===== src/design/vga_player_pkg.sv =====
package vga_player_pkg;

    // raster, 640x480 visible inside an 832x520 total
    localparam int H_ACTIVE = 640;
    localparam int H_TOTAL = 832;
    localparam int H_FRONT = 24;
    localparam int H_SYNC = 40;
    localparam int V_ACTIVE = 480;
    localparam int V_TOTAL = 520;
    localparam int V_FRONT = 9;
    localparam int V_SYNC = 3;
    // back porch is whatever is left of the total

    // one block is 8x8 pixels
    localparam int BLOCK_SHIFT = 3;
    localparam int COLS_PER_ROW = 80;
    // block rows per refresh, blanking rows included
    localparam int BLOCKS_PER_FRAME = 65;

    // flash row layout and the quad output read command
    localparam int ROW_BITS = 128;
    localparam int ROW_BYTES = 16;
    localparam int NIBBLES_PER_ROW = 32;
    localparam logic [7:0] READ_CMD = 8'h6B;
    localparam int ADDR_BITS = 24;
    localparam int DUMMY_CYCLES = 8;

    // each picture is repeated for three refreshes
    localparam int REFRESH_PER_FRAME = 3;
    localparam int LAST_FRAME = 16131;

    typedef logic [ROW_BITS-1:0] row_t;

    // {r1, r0, g1, g0, b1, b0}
    typedef logic [5:0] rgb_t;

    typedef enum logic {
        LAYOUT_TINY_VGA = 1'b0,
        LAYOUT_CLOCK_PMOD = 1'b1
    } pin_layout_e;

endpackage


===== src/design/flash_row_reader.sv =====
`timescale 1ns/1ps

module flash_row_reader (
    input  logic                   px_clk,
    input  logic                   rst,
    input  logic                   cache_empty,
    input  logic                   block_end,
    input  logic                   frame_end,
    input  logic [3:0]             io_in,
    output logic [3:0]             io_out,
    output logic [3:0]             io_oe,
    output logic                   flash_cs_n,
    output logic                   sck_en,
    output logic                   row_done,
    output vga_player_pkg::row_t   row_data
);

    localparam int FRAME_W = $clog2(vga_player_pkg::LAST_FRAME + 1);
    localparam int AW = vga_player_pkg::ADDR_BITS;

    typedef enum logic [2:0] {
        ST_IDLE,
        ST_SEL,
        ST_CMD,
        ST_ADDR,
        ST_DUMMY,
        ST_READ
    } state_e;

    state_e               state;
    logic [5:0]           cnt;
    logic                 start;
    logic                 cs_n_q;
    logic                 first_row;
    logic [AW-1:0]        addr;
    // nibbles 0..30, the last one joins straight from io_in
    logic [vga_player_pkg::ROW_BITS-5:0] shift;

    // position of the row currently on the display
    logic [6:0]           blk;
    logic [1:0]           refresh;
    logic [FRAME_W-1:0]   frame;
    logic [FRAME_W-1:0]   next_frame;
    logic [20:0]          row_idx;
    logic [24:0]          byte_addr;

    // display position, follows the buffer hand-over at block_end
    always_ff @(posedge px_clk) begin
        if (rst) begin
            blk <= '0;
            refresh <= '0;
            frame <= '0;
        end else if (frame_end) begin
            blk <= '0;
            if (refresh == 2'(vga_player_pkg::REFRESH_PER_FRAME - 1)) begin
                refresh <= '0;
                frame <= next_frame;
            end else begin
                refresh <= refresh + 2'd1;
            end
        end else if (block_end) begin
            blk <= blk + 7'd1;
        end
    end

    // row index of the next row to fetch
    always_comb begin
        next_frame = (frame == FRAME_W'(vga_player_pkg::LAST_FRAME))
                   ? '0 : frame + FRAME_W'(1);
        if (first_row) begin
            // very first row after reset is row 0 of frame 0
            row_idx = '0;
        end else if (blk == 7'(vga_player_pkg::BLOCKS_PER_FRAME - 1)) begin
            // last block row, next is row 0 of the coming refresh
            if (refresh == 2'(vga_player_pkg::REFRESH_PER_FRAME - 1)) begin
                row_idx = 21'(next_frame) * 21'(vga_player_pkg::BLOCKS_PER_FRAME);
            end else begin
                row_idx = 21'(frame) * 21'(vga_player_pkg::BLOCKS_PER_FRAME);
            end
        end else begin
            row_idx = 21'(frame) * 21'(vga_player_pkg::BLOCKS_PER_FRAME)
                    + 21'(blk) + 21'd1;
        end
        byte_addr = 25'(row_idx) * 25'(vga_player_pkg::ROW_BYTES);
    end

    assign start = (state == ST_IDLE) && cache_empty;

    // select, 8 command bits, 24 address bits, 8 dummy, 33 read cycles
    always_ff @(posedge px_clk) begin
        if (rst) begin
            state <= ST_IDLE;
            cnt <= '0;
            cs_n_q <= 1'b1;
            first_row <= 1'b1;
        end else begin
            case (state)
                ST_IDLE: begin
                    if (start) begin
                        state <= ST_SEL;
                        cs_n_q <= 1'b0;
                    end
                end
                ST_SEL: begin
                    state <= ST_CMD;
                    cnt <= '0;
                end
                ST_CMD: begin
                    if (cnt == 6'd7) begin
                        state <= ST_ADDR;
                        cnt <= '0;
                    end else begin
                        cnt <= cnt + 6'd1;
                    end
                end
                ST_ADDR: begin
                    if (cnt == 6'(AW - 1)) begin
                        state <= ST_DUMMY;
                        cnt <= '0;
                    end else begin
                        cnt <= cnt + 6'd1;
                    end
                end
                ST_DUMMY: begin
                    if (cnt == 6'(vga_player_pkg::DUMMY_CYCLES - 1)) begin
                        state <= ST_READ;
                        cnt <= '0;
                    end else begin
                        cnt <= cnt + 6'd1;
                    end
                end
                default: begin
                    // read phase, count 0 only launches the first nibble
                    if (row_done) begin
                        state <= ST_IDLE;
                        cnt <= '0;
                        cs_n_q <= 1'b1;
                        first_row <= 1'b0;
                    end else begin
                        cnt <= cnt + 6'd1;
                    end
                end
            endcase
        end
    end

    // address latch and nibble shifter
    always_ff @(posedge px_clk) begin
        if (start) begin
            addr <= byte_addr[AW-1:0];
        end
        if ((state == ST_READ) && (cnt != 6'd0) && !row_done) begin
            shift <= {shift[vga_player_pkg::ROW_BITS-9:0], io_in};
        end
    end

    assign row_done = (state == ST_READ) && (cnt == 6'(vga_player_pkg::NIBBLES_PER_ROW));
    assign row_data = {shift, io_in};

    // command then address go out msb first on io0
    always_comb begin
        io_out = 4'b0000;
        io_oe = 4'b0000;
        if (state == ST_CMD) begin
            io_out[0] = vga_player_pkg::READ_CMD[~cnt[2:0]];
            io_oe[0] = 1'b1;
        end else if (state == ST_ADDR) begin
            io_out[0] = addr[5'(AW - 1) - cnt[4:0]];
            io_oe[0] = 1'b1;
        end
    end

    // clock runs from the first command bit up to the last nibble launch
    assign sck_en = (state == ST_CMD) || (state == ST_ADDR) || (state == ST_DUMMY)
                 || ((state == ST_READ) && !row_done);

    assign flash_cs_n = cs_n_q;

    // a new fetch only begins with the flash deselected
    a_start_deselected : assert property (
        @(posedge px_clk) disable iff (rst) start |-> flash_cs_n
    );

endmodule


===== src/design/pixel_out.sv =====
`timescale 1ns/1ps

module pixel_out (
    input  logic                        px_clk,
    input  logic                        rst,
    input  logic [9:0]                  x_px,
    input  logic                        hsync,
    input  logic                        vsync,
    input  logic                        active,
    input  vga_player_pkg::row_t        disp_row,
    input  vga_player_pkg::pin_layout_e layout,
    input  vga_player_pkg::rgb_t        color_on,
    input  vga_player_pkg::rgb_t        color_off,
    output logic [7:0]                  vga_pins
);

    logic [6:0]           x_blk;
    logic [6:0]           bit_idx;
    logic                 lit;
    vga_player_pkg::rgb_t rgb_q;
    logic                 hsync_q;
    logic                 vsync_q;

    // leftmost block sits in bit 79
    assign x_blk = x_px[9:vga_player_pkg::BLOCK_SHIFT];
    assign bit_idx = 7'(vga_player_pkg::COLS_PER_ROW - 1) - x_blk;

    // index is only meaningful inside the visible area
    assign lit = active ? disp_row[bit_idx] : 1'b0;

    // colour and syncs leave together, one cycle after the raster
    always_ff @(posedge px_clk) begin
        if (rst) begin
            rgb_q <= color_off;
            hsync_q <= 1'b1;
            vsync_q <= 1'b1;
        end else begin
            rgb_q <= lit ? color_on : color_off;
            hsync_q <= hsync;
            vsync_q <= vsync;
        end
    end

    // Tiny VGA: R1 G1 B1 VS R0 G0 B0 HS from pin 0 up
    // clock PMOD: HS VS B0 B1 G0 G1 R0 R1 from pin 0 up
    always_comb begin
        case (layout)
            vga_player_pkg::LAYOUT_CLOCK_PMOD: begin
                vga_pins = {rgb_q[5:0], vsync_q, hsync_q};
            end
            default: begin
                vga_pins = {hsync_q, rgb_q[0], rgb_q[2], rgb_q[4],
                            vsync_q, rgb_q[1], rgb_q[3], rgb_q[5]};
            end
        endcase
    end

endmodule


===== src/design/raster_timing.sv =====
`timescale 1ns/1ps

module raster_timing #(
    parameter int h_total = 832,
    parameter int v_total = 520
) (
    input  logic       px_clk,
    input  logic       rst,
    output logic [9:0] x_px,
    output logic [9:0] y_px,
    output logic       hsync,
    output logic       vsync,
    output logic       active,
    output logic       block_end,
    output logic       frame_end
);

    // sync windows, measured from the first visible column or line
    localparam int HS_START = vga_player_pkg::H_ACTIVE + vga_player_pkg::H_FRONT;
    localparam int HS_END = HS_START + vga_player_pkg::H_SYNC;
    localparam int VS_START = vga_player_pkg::V_ACTIVE + vga_player_pkg::V_FRONT;
    localparam int VS_END = VS_START + vga_player_pkg::V_SYNC;

    logic line_end;

    assign line_end = (x_px == 10'(h_total - 1));

    // column counter wraps at h_total, line counter steps once per line
    always_ff @(posedge px_clk) begin
        if (rst) begin
            x_px <= '0;
            y_px <= '0;
        end else if (line_end) begin
            x_px <= '0;
            if (y_px == 10'(v_total - 1)) begin
                y_px <= '0;
            end else begin
                y_px <= y_px + 10'd1;
            end
        end else begin
            x_px <= x_px + 10'd1;
        end
    end

    // both syncs are active low
    assign hsync = !((x_px >= 10'(HS_START)) && (x_px < 10'(HS_END)));
    assign vsync = !((y_px >= 10'(VS_START)) && (y_px < 10'(VS_END)));

    assign active = (x_px < 10'(vga_player_pkg::H_ACTIVE))
                 && (y_px < 10'(vga_player_pkg::V_ACTIVE));

    // last column of the last line of a block row
    assign block_end = line_end && (&y_px[vga_player_pkg::BLOCK_SHIFT-1:0]);

    // last column of the last line, also a block_end when v_total is a block multiple
    assign frame_end = line_end && (y_px == 10'(v_total - 1));

    // counters stay inside the raster
    a_raster_range : assert property (
        @(posedge px_clk) disable iff (rst)
        (x_px < 10'(h_total)) && (y_px < 10'(v_total))
    );

endmodule


===== src/design/row_buffer.sv =====
`timescale 1ns/1ps

module row_buffer (
    input  logic                 px_clk,
    input  logic                 rst,
    input  logic                 row_done,
    input  vga_player_pkg::row_t row_data,
    input  logic                 block_end,
    output logic                 cache_empty,
    output vga_player_pkg::row_t disp_row
);

    vga_player_pkg::row_t cache_row;
    logic                 cache_full;
    // display stage has been loaded at least once since reset
    logic                 disp_valid;

    // control: cache occupancy and first-row bypass
    always_ff @(posedge px_clk) begin
        if (rst) begin
            cache_full <= 1'b0;
            disp_valid <= 1'b0;
        end else if (row_done) begin
            if (disp_valid) begin
                cache_full <= 1'b1;
            end else begin
                disp_valid <= 1'b1;
            end
        end else if (block_end && cache_full) begin
            cache_full <= 1'b0;
        end
    end

    // cache capture
    always_ff @(posedge px_clk) begin
        if (row_done && disp_valid) begin
            cache_row <= row_data;
        end
    end

    // display stage, held when nothing waits in the cache
    always_ff @(posedge px_clk) begin
        if (rst) begin
            disp_row <= '0;
        end else if (row_done && !disp_valid) begin
            disp_row <= row_data;
        end else if (block_end && cache_full) begin
            disp_row <= cache_row;
        end
    end

    assign cache_empty = !cache_full;

    // reader must wait for the empty level before delivering
    a_no_overrun : assert property (
        @(posedge px_clk) disable iff (rst) row_done |-> !cache_full
    );

endmodule


===== src/design/vga_player.sv =====
`timescale 1ns/1ps

module vga_player #(
    parameter int h_total = vga_player_pkg::H_TOTAL,
    parameter int v_total = vga_player_pkg::V_TOTAL
) (
    input  logic                        px_clk,
    input  logic                        rst,
    input  vga_player_pkg::pin_layout_e layout,
    input  vga_player_pkg::rgb_t        color_on,
    input  vga_player_pkg::rgb_t        color_off,
    input  logic [3:0]                  flash_io_in,
    output logic [7:0]                  vga_pins,
    output logic [3:0]                  flash_io_out,
    output logic [3:0]                  flash_io_oe,
    output logic                        flash_cs_n,
    output logic                        flash_sck
);

    // raster
    logic [9:0] x_px;
    logic       hsync;
    logic       vsync;
    logic       active;
    logic       block_end;
    logic       frame_end;

    // reader to buffer
    logic                 cache_empty;
    logic                 row_done;
    vga_player_pkg::row_t row_data;
    vga_player_pkg::row_t disp_row;
    logic                 sck_en;

    raster_timing #(
        .h_total(h_total),
        .v_total(v_total)
    ) i_raster_timing (
        .px_clk(px_clk),
        .rst(rst),
        .x_px(x_px),
        .y_px(),
        .hsync(hsync),
        .vsync(vsync),
        .active(active),
        .block_end(block_end),
        .frame_end(frame_end)
    );

    flash_row_reader i_flash_row_reader (
        .px_clk(px_clk),
        .rst(rst),
        .cache_empty(cache_empty),
        .block_end(block_end),
        .frame_end(frame_end),
        .io_in(flash_io_in),
        .io_out(flash_io_out),
        .io_oe(flash_io_oe),
        .flash_cs_n(flash_cs_n),
        .sck_en(sck_en),
        .row_done(row_done),
        .row_data(row_data)
    );

    row_buffer i_row_buffer (
        .px_clk(px_clk),
        .rst(rst),
        .row_done(row_done),
        .row_data(row_data),
        .block_end(block_end),
        .cache_empty(cache_empty),
        .disp_row(disp_row)
    );

    pixel_out i_pixel_out (
        .px_clk(px_clk),
        .rst(rst),
        .x_px(x_px),
        .hsync(hsync),
        .vsync(vsync),
        .active(active),
        .disp_row(disp_row),
        .layout(layout),
        .color_on(color_on),
        .color_off(color_off),
        .vga_pins(vga_pins)
    );

    // flash samples on the sck rising edge in the middle of each px_clk cycle
    assign flash_sck = !px_clk && sck_en;

endmodule


===== config.mk =====
export PLATFORM = sky130hd
export DESIGN_NAME = vga_player
export DESIGN_NICKNAME = d
export VERILOG_FILES = /design/src/design/vga_player_pkg.sv /design/src/design/flash_row_reader.sv /design/src/design/pixel_out.sv /design/src/design/raster_timing.sv /design/src/design/row_buffer.sv /design/src/design/vga_player.sv
export SDC_FILE = /design/constraint.sdc
export NUM_CORES = 1
export LEC_CHECK = 0
export ABC_AREA = 1
export BUFFER_PORTS_ARGS = -buffer_cell sky130_fd_sc_hd__buf_2
export CORE_ASPECT_RATIO = 1.4
export CORE_UTILIZATION = 65
export CTS_BUF_LIST = sky130_fd_sc_hd__clkbuf_8
export DETAILED_ROUTE_END_ITERATION = 7
export PLACE_DENSITY = 0.82
export SLEW_MARGIN = 0
export SYNTH_ARGS = -nofsm -noshare
export SYNTH_HDL_FRONTEND = slang
export SYNTH_HIERARCHICAL = 1
export SYNTH_SLANG_ARGS = --single-unit

===== constraint.sdc =====
create_clock -name px_clk -period 11 [get_ports px_clk]
set_clock_uncertainty 0.2 [all_clocks]
set_input_delay 0.55 -clock px_clk [delete_from_list [all_inputs] [get_ports px_clk]]
set_output_delay 0.55 -clock px_clk [all_outputs]
set_load 0.1 [all_outputs]

==> flow_metrics.tcl, run 1 <==
set metrics [dict create \
    rows 79 \
    yosysWarnings 6 \
    die_area_um2 35050 \
    drtIter0Drc 1725 \
    outcome "finished clean" \
    antenna_found_initial 0 \
    clk-insertion-delay-late_ps 730 \
    post-route-util_pct 71.89 \
    critPathKind "clk2out" \
    cp-end-kind "primary output" \
    grt_max_degree 97 \
    ioPinCount 37 \
    leakage_nw 9.945 \
    maxSlewViolCount 0 \
    max-vdd-ir-drop_mv 0.1178 \
    path_cells "clkbuf_8 -> clkbuf_8 -> nor2_2 -> buf_2" \
    die_w_um 158.5 \
    cts_hold_buf 16 \
    drt-total-wl_um 51490 \
    setup-tns-final_ps 0 \
    crit_fanout 2 \
    final_layout_size_suffix_gt1_share_pct 7.583 \
    syn_inst 2663 \
    max_slew_margin_pct 18.18 \
    place_inst 3039 \
    rsz0062_at_grt "no" \
    num_vias 17670 \
    place_congestion 0.9262 \
    die_height_um 221.1 \
    clkSlewWorstSetupHoldPaths_ps 60 \
    hold_depth 2 \
    slowest_stage "buf_2" \
    yosysSeqAreaShare_pct 53.88 \
    avgSynthCellArea_um2 8.371 \
    ctsResizeCount 0 \
    coreArea_um2 33510 \
    syn_area_um2 22290 \
    maxCapViolations 0 \
    final_cells 3188 \
    synth.distinct_cells 48 \
    overflow 0 \
    hpwl_um 30740 \
    first_pass_iters 6 \
    layout.nets 2761 \
    cts_tree "yes" \
    finalPower_w 0.003624 \
    drc_errors 0 \
    max_stage_delay_ps 420 \
    diodes 0 \
    area.growth.synth_to_final_pct 8.071 \
    reg2regPathDepth 13 \
    ant_nets 0 \
    hold_violations 0 \
    min_path_type "in2reg" \
    port_buffers 30 \
    grt_pass1_wl_um 84120 \
    synth-seq-cells 464 \
    critPathMostFrequentCell "clkbuf_8" \
    power_density_nw_per_um2 150.5 \
    required_ps 10250 \
    synth_top_cell_area_share_pct 36.64 \
    vias_per_cell 5.543 \
    critPathArrivalTime_ps 6240 \
    fill_cells 2563 \
    yosysTopAreaCell "edfxtp_1" \
    finalWorstSetupSlack_ps 4011 \
    cts_setup_buffers 0 \
    worst_pin_slew_ps 1227 \
    initial_core_util_pct 66.52 \
    grtUsageTotal_pct 30.70 \
    worstSetupStartpointType "clock port" \
    grt_pass1_vias 17380 \
    wl_per_cell_um 16.15 \
    finalSetupViolations 0 \
    ys_top_cells_by_area "edfxtp_1 37%, dfxtp_1 17%, nand2_1 13%" \
    pre_cts_slack_ps 4266 \
]
sequential cells by signal (all words and copies together), names as in the netlist, 7 cells and up:
signal / cells
i_row_buffer/disp_row: 128
i_row_buffer/cache_row: 128
i_flash_row_reader/frame: 14
i_raster_timing/y_px: 10
i_flash_row_reader/blk: 7
i_flash_row_reader/addr: 20
i_flash_row_reader/shift: 124
i_raster_timing/x_px: 10
final timing paths:
| check | end | startpoint | slack, ps |
|---|---|---|---|
| worst max-delay path | flash_sck | px_clk | 4010 |
| worst min-delay path | i_flash_row_reader/state[0] | rst | 190 |
| worst max register to register | i_row_buffer/disp_row[111] | i_flash_row_reader/cnt[0] | 6530 |
| worst min register to register | i_row_buffer/cache_row[65] | i_flash_row_reader/shift[61] | 260 |
logic make-up (layout without fill, tap and decap cells):
| kind of cell | count (synthesis) | after routing | synth area share, % |
|---|---|---|---|
| DFF | 464 | 464 | 53.88 |
| xor gates and xnor gates | 19 | 19 | 0.7465 |
| adders and majority gates | 56 | 56 | 3.244 |
| and+or+nand+nor | 1166 | 1166 | 22.18 |
| AOI/OAI and AO/OA | 415 | 415 | 9.755 |
| buffers and inverters | 542 | 617 | 10.18 |
| other | 1 | 6 | 0.01682 |
area by class of cell:
class                   instances  area (um2)  area share, %
clock buffers                  90        1230          5.105
clock inverters                44       211.5         0.8777
inverters                     422        1587          6.586
multi-input cells            1662        8065          33.48
flip-flops and latches        464       12010          49.87
well taps                     445       556.8          2.311
repair buffers                 61       427.9          1.776
power breakdown:
group          total, W  internal [W]  leakage (nW)  switching (W)
Sequential      0.00195       0.00191          4.02      0.0000411
Combinational  0.000236     0.0000574          5.09       0.000179
Clock           0.00144      0.000759         0.829       0.000683
cell usage after synthesis, drive strengths merged:
library cell / instances
a211oi: 2
a21o: 2
a21oi: 190
a221oi: 4
a31oi: 8
buf: 76
clkbuf: 44
clkinv: 1
conb: 1
dfxtp: 192
edfxtp: 272
fa: 3
ha: 53
inv: 421
nand2: 765
nand3: 221
nand3b: 2
nand4: 23
nor2: 129
nor3: 14
nor3b: 2
nor4: 3
o2111ai: 1
o211ai: 8
o21ai: 189
o21bai: 2
o221ai: 3
o22ai: 4
o311ai: 1
o31ai: 1
or2: 7
xnor2: 3
xor2: 16
per-layer routing:
layer  wire (um)  share of wire, %  GRT usage [%]
met1       19820                38          35.78
met2       25730                50          51.39
met3        3361               6.5          6.189
met4        2573               5.0          18.89
met5           0                 0              0
cells in the final DEF (no fill, tap or decap), drive strengths merged, types with 4 or more instances in the layout:
cell,Yosys,routed
clkbuf,44,89
o22ai,4,4
or2,7,7
nand4,23,23
o211ai,8,8
buf,76,46
nand3,221,221
edfxtp,272,272
a31oi,8,8
dfxtp,192,192
inv,421,445
a221oi,4,4
clkinv,1,18
o21ai,189,189
conb,1,6
ha,53,53
nor3,14,14
dlygate4sd3,0,16
xor2,16,16
a21oi,190,190
nor2,129,129
nand2,765,765
metrics by stage:
stage	hold WS [ps]	instance area, um2
after CTS	160.2	24090
after detailed placement	240.1	22490
final	193.6	24090
after global routing	221.2	24090
after floorplan	226.4	22310
after global placement	232.8	22490
worst max-delay path: cells and delay by family:
family	cells	cell delay, ps
and+or+nand+nor	1	80
buffers and inverters	3	660
(Power assumes the default switching activity.)
==> run 2: changes to the inputs <==
Clock period 11 ns to 7.2 ns, I/O delays scaled along.
==> run 2 against run 1 <==
Sequential share of layout area is 0.12 points higher; utilization is 0.18 points lower; global-route usage is 0.93 points lower; sequential power is 52% higher; clock power is 46% higher; wire length is 2.1% lower; cell count hardly changed; power is 50% higher; die area stayed put; critical path type unchanged; largest cell class unchanged.
==> flow_metrics.tcl, run 2 (synthesized netlist as in run 1, its figures left out) <==
set metrics [dict create \
    diodes 0 \
    cts_hold_buf 17 \
    crit_family "buffers and inverters" \
    maxCapViolations 0 \
    worst_pin_slew_ps 1233 \
    hpwl_um 30570 \
    cp_num_cells 4 \
    p_int_w 0.004077 \
    grt_pass1_vias 17290 \
    stdcell_area_um2 24030 \
    antenna_found_initial 0 \
    critPathArrivalTime_ps 4340 \
    port_buffers 30 \
    setup-tns-final_ps 0 \
    hold_violations 0 \
    place_congestion 0.9224 \
    worstSetupStartpointType "clock port" \
    overflow 0 \
    max_stage_delay_ps 420 \
    wl_met3_um 2681 \
    drtIter0Drc 1425 \
    clk-insertion-delay-late_ps 720 \
    area.growth.synth_to_final_pct 7.808 \
    pwr-share-clk_pct 38.7 \
    wl_met2_um 25970 \
    vias_per_cell 5.495 \
    grt_max_degree 101 \
    power_frac_comb_pct 6.6 \
    reg_top3 "i_row_buffer/cache_row x128, i_row_buffer/disp_row x128, i_flash_row_reader/shift x124" \
    die_area_um2 35050 \
    first_pass_iters 6 \
    critPathKind "clk2out" \
    cts_tree "yes" \
    max-vdd-ir-drop_mv 0.2094 \
    worstReg2RegEnd "i_row_buffer/disp_row[76]" \
    outcome "finished clean" \
    cp-end-kind "primary output" \
    drt-total-wl_um 50410 \
    grt_pass1_wl_um 82280 \
    required_ps 6640 \
    reg2regPathDepth 13 \
    rows 79 \
    critPathMostFrequentCell "clkbuf_8" \
    min_delay_worst_endpoint "i_row_buffer/cache_row[0]" \
    die_height_um 221.1 \
    crit_fanout 2 \
    mostFrequentLayoutCell "nand2_1" \
    layout.nets 2759 \
    placed_area_um2 22500 \
    r2r-start "i_flash_row_reader/cnt[0]" \
    min_from "flash_io_in[0]" \
    cp_num_buf_inv 3 \
    hold_depth 2 \
    coreArea_um2 33510 \
    die_w_um 158.5 \
    slowest_stage "buf_2" \
    clkSlewWorstSetupHoldPaths_ps 60 \
    rsz0062_at_grt "no" \
    p_seq_share_pct 54.7 \
    wl_met1_um 19540 \
    maxSlewViolCount 0 \
    reg2reg_slack_ps 2750 \
    grtUsageTotal_pct 29.77 \
    leakage_nw 9.925 \
    num_vias 17500 \
    post-route-util_pct 71.72 \
    drc_errors 0 \
    initial_core_util_pct 66.52 \
    layout_common_cells "754 x nand2_1, 439 x inv_1, 272 x edfxtp_1, 211 x nand3_1, 191 x dfxtp_1" \
    final_layout_size_suffix_gt1_share_pct 7.372 \
    max_slew_margin_pct 17.71 \
    power_density_nw_per_um2 226.4 \
    ant_nets 0 \
    wl_per_cell_um 15.83 \
    finalSetupViolations 0 \
    cts_setup_buffers 0 \
    path_cells "clkbuf_8 -> clkbuf_8 -> nor2_2 -> buf_2" \
    ioPinCount 37 \
    ctsResizeCount 0 \
    min_path_type "in2reg" \
    maxUsedRoutingLayer "met4" \
    switching_share_pct 25.06 \
    switchingPower_w 0.001363 \
]
-- run 2: changes by cell type in the layout (fill, tap and decap cells not counted), sizes merged --
| cell | before | now |
|---|---|---|
| clkinv | 18 | 10 |
| inv | 445 | 452 |
| clkbuf | 89 | 85 |
| clkinvlp | 2 | 4 |
| bufinv | 1 | 0 |
| dlygate4sd3 | 16 | 17 |
-- run 2: power by group through the flow --
stage          combinational [W]  sequential, W  clock [W]
2_1_floorplan           0.000264        0.00302  0.0000278
3_3_place_gp            0.000334        0.00302  0.0000306
3_5_place_dp            0.000346        0.00303  0.0000306
4_1_cts                 0.000354        0.00297    0.00214
5_1_grt                 0.000396        0.00298    0.00225
6_report                0.000362        0.00297    0.00210
-- run 2: worst max-delay path by stage --
stage	start	to	slack (ps)
final	px_clk	flash_sck	2300
after global routing	px_clk	flash_sck	2260
after CTS	px_clk	flash_sck	2300
after detailed placement	px_clk	flash_sck	2560
after global placement	px_clk	flash_sck	2560
after floorplan	i_flash_row_reader/cnt[0]	i_flash_row_reader/shift[0]	1790
-- run 2: layout make-up --
| cell class | instances | area [um2] |
|---|---|---|
| sequential | 464 | 12010 |
| multi-input combinational | 1662 | 8065 |
| tap | 445 | 556.8 |
| inverter | 422 | 1589 |
| clock buffer | 86 | 1175 |
| timing repair buffer | 62 | 437.9 |
| clock inverter | 44 | 195.2 |
| fill | 2509 | 9477 |
-- run 2: routing by layer --
layer,vias up,GRT usage [%]
li1,8642,-
met1,8148,33.21
met2,569,52.07
met3,144,5.347
met4,0,17.90
met5,-,0
-- run 2: per-stage QoR --
step | instances | total power [W] | setup WS, ps | hold slack (ps)
finish | 3185 | 0.005440 | 2302 | 187.4
detailed placement | 3039 | 0.003403 | 2556 | 238.9
floorplan | 2668 | 0.003309 | 1789 | 226.4
CTS | 3185 | 0.005464 | 2298 | 148.7
global placement | 3039 | 0.003388 | 2556 | 231.4
global route | 3185 | 0.005631 | 2261 | 184.1
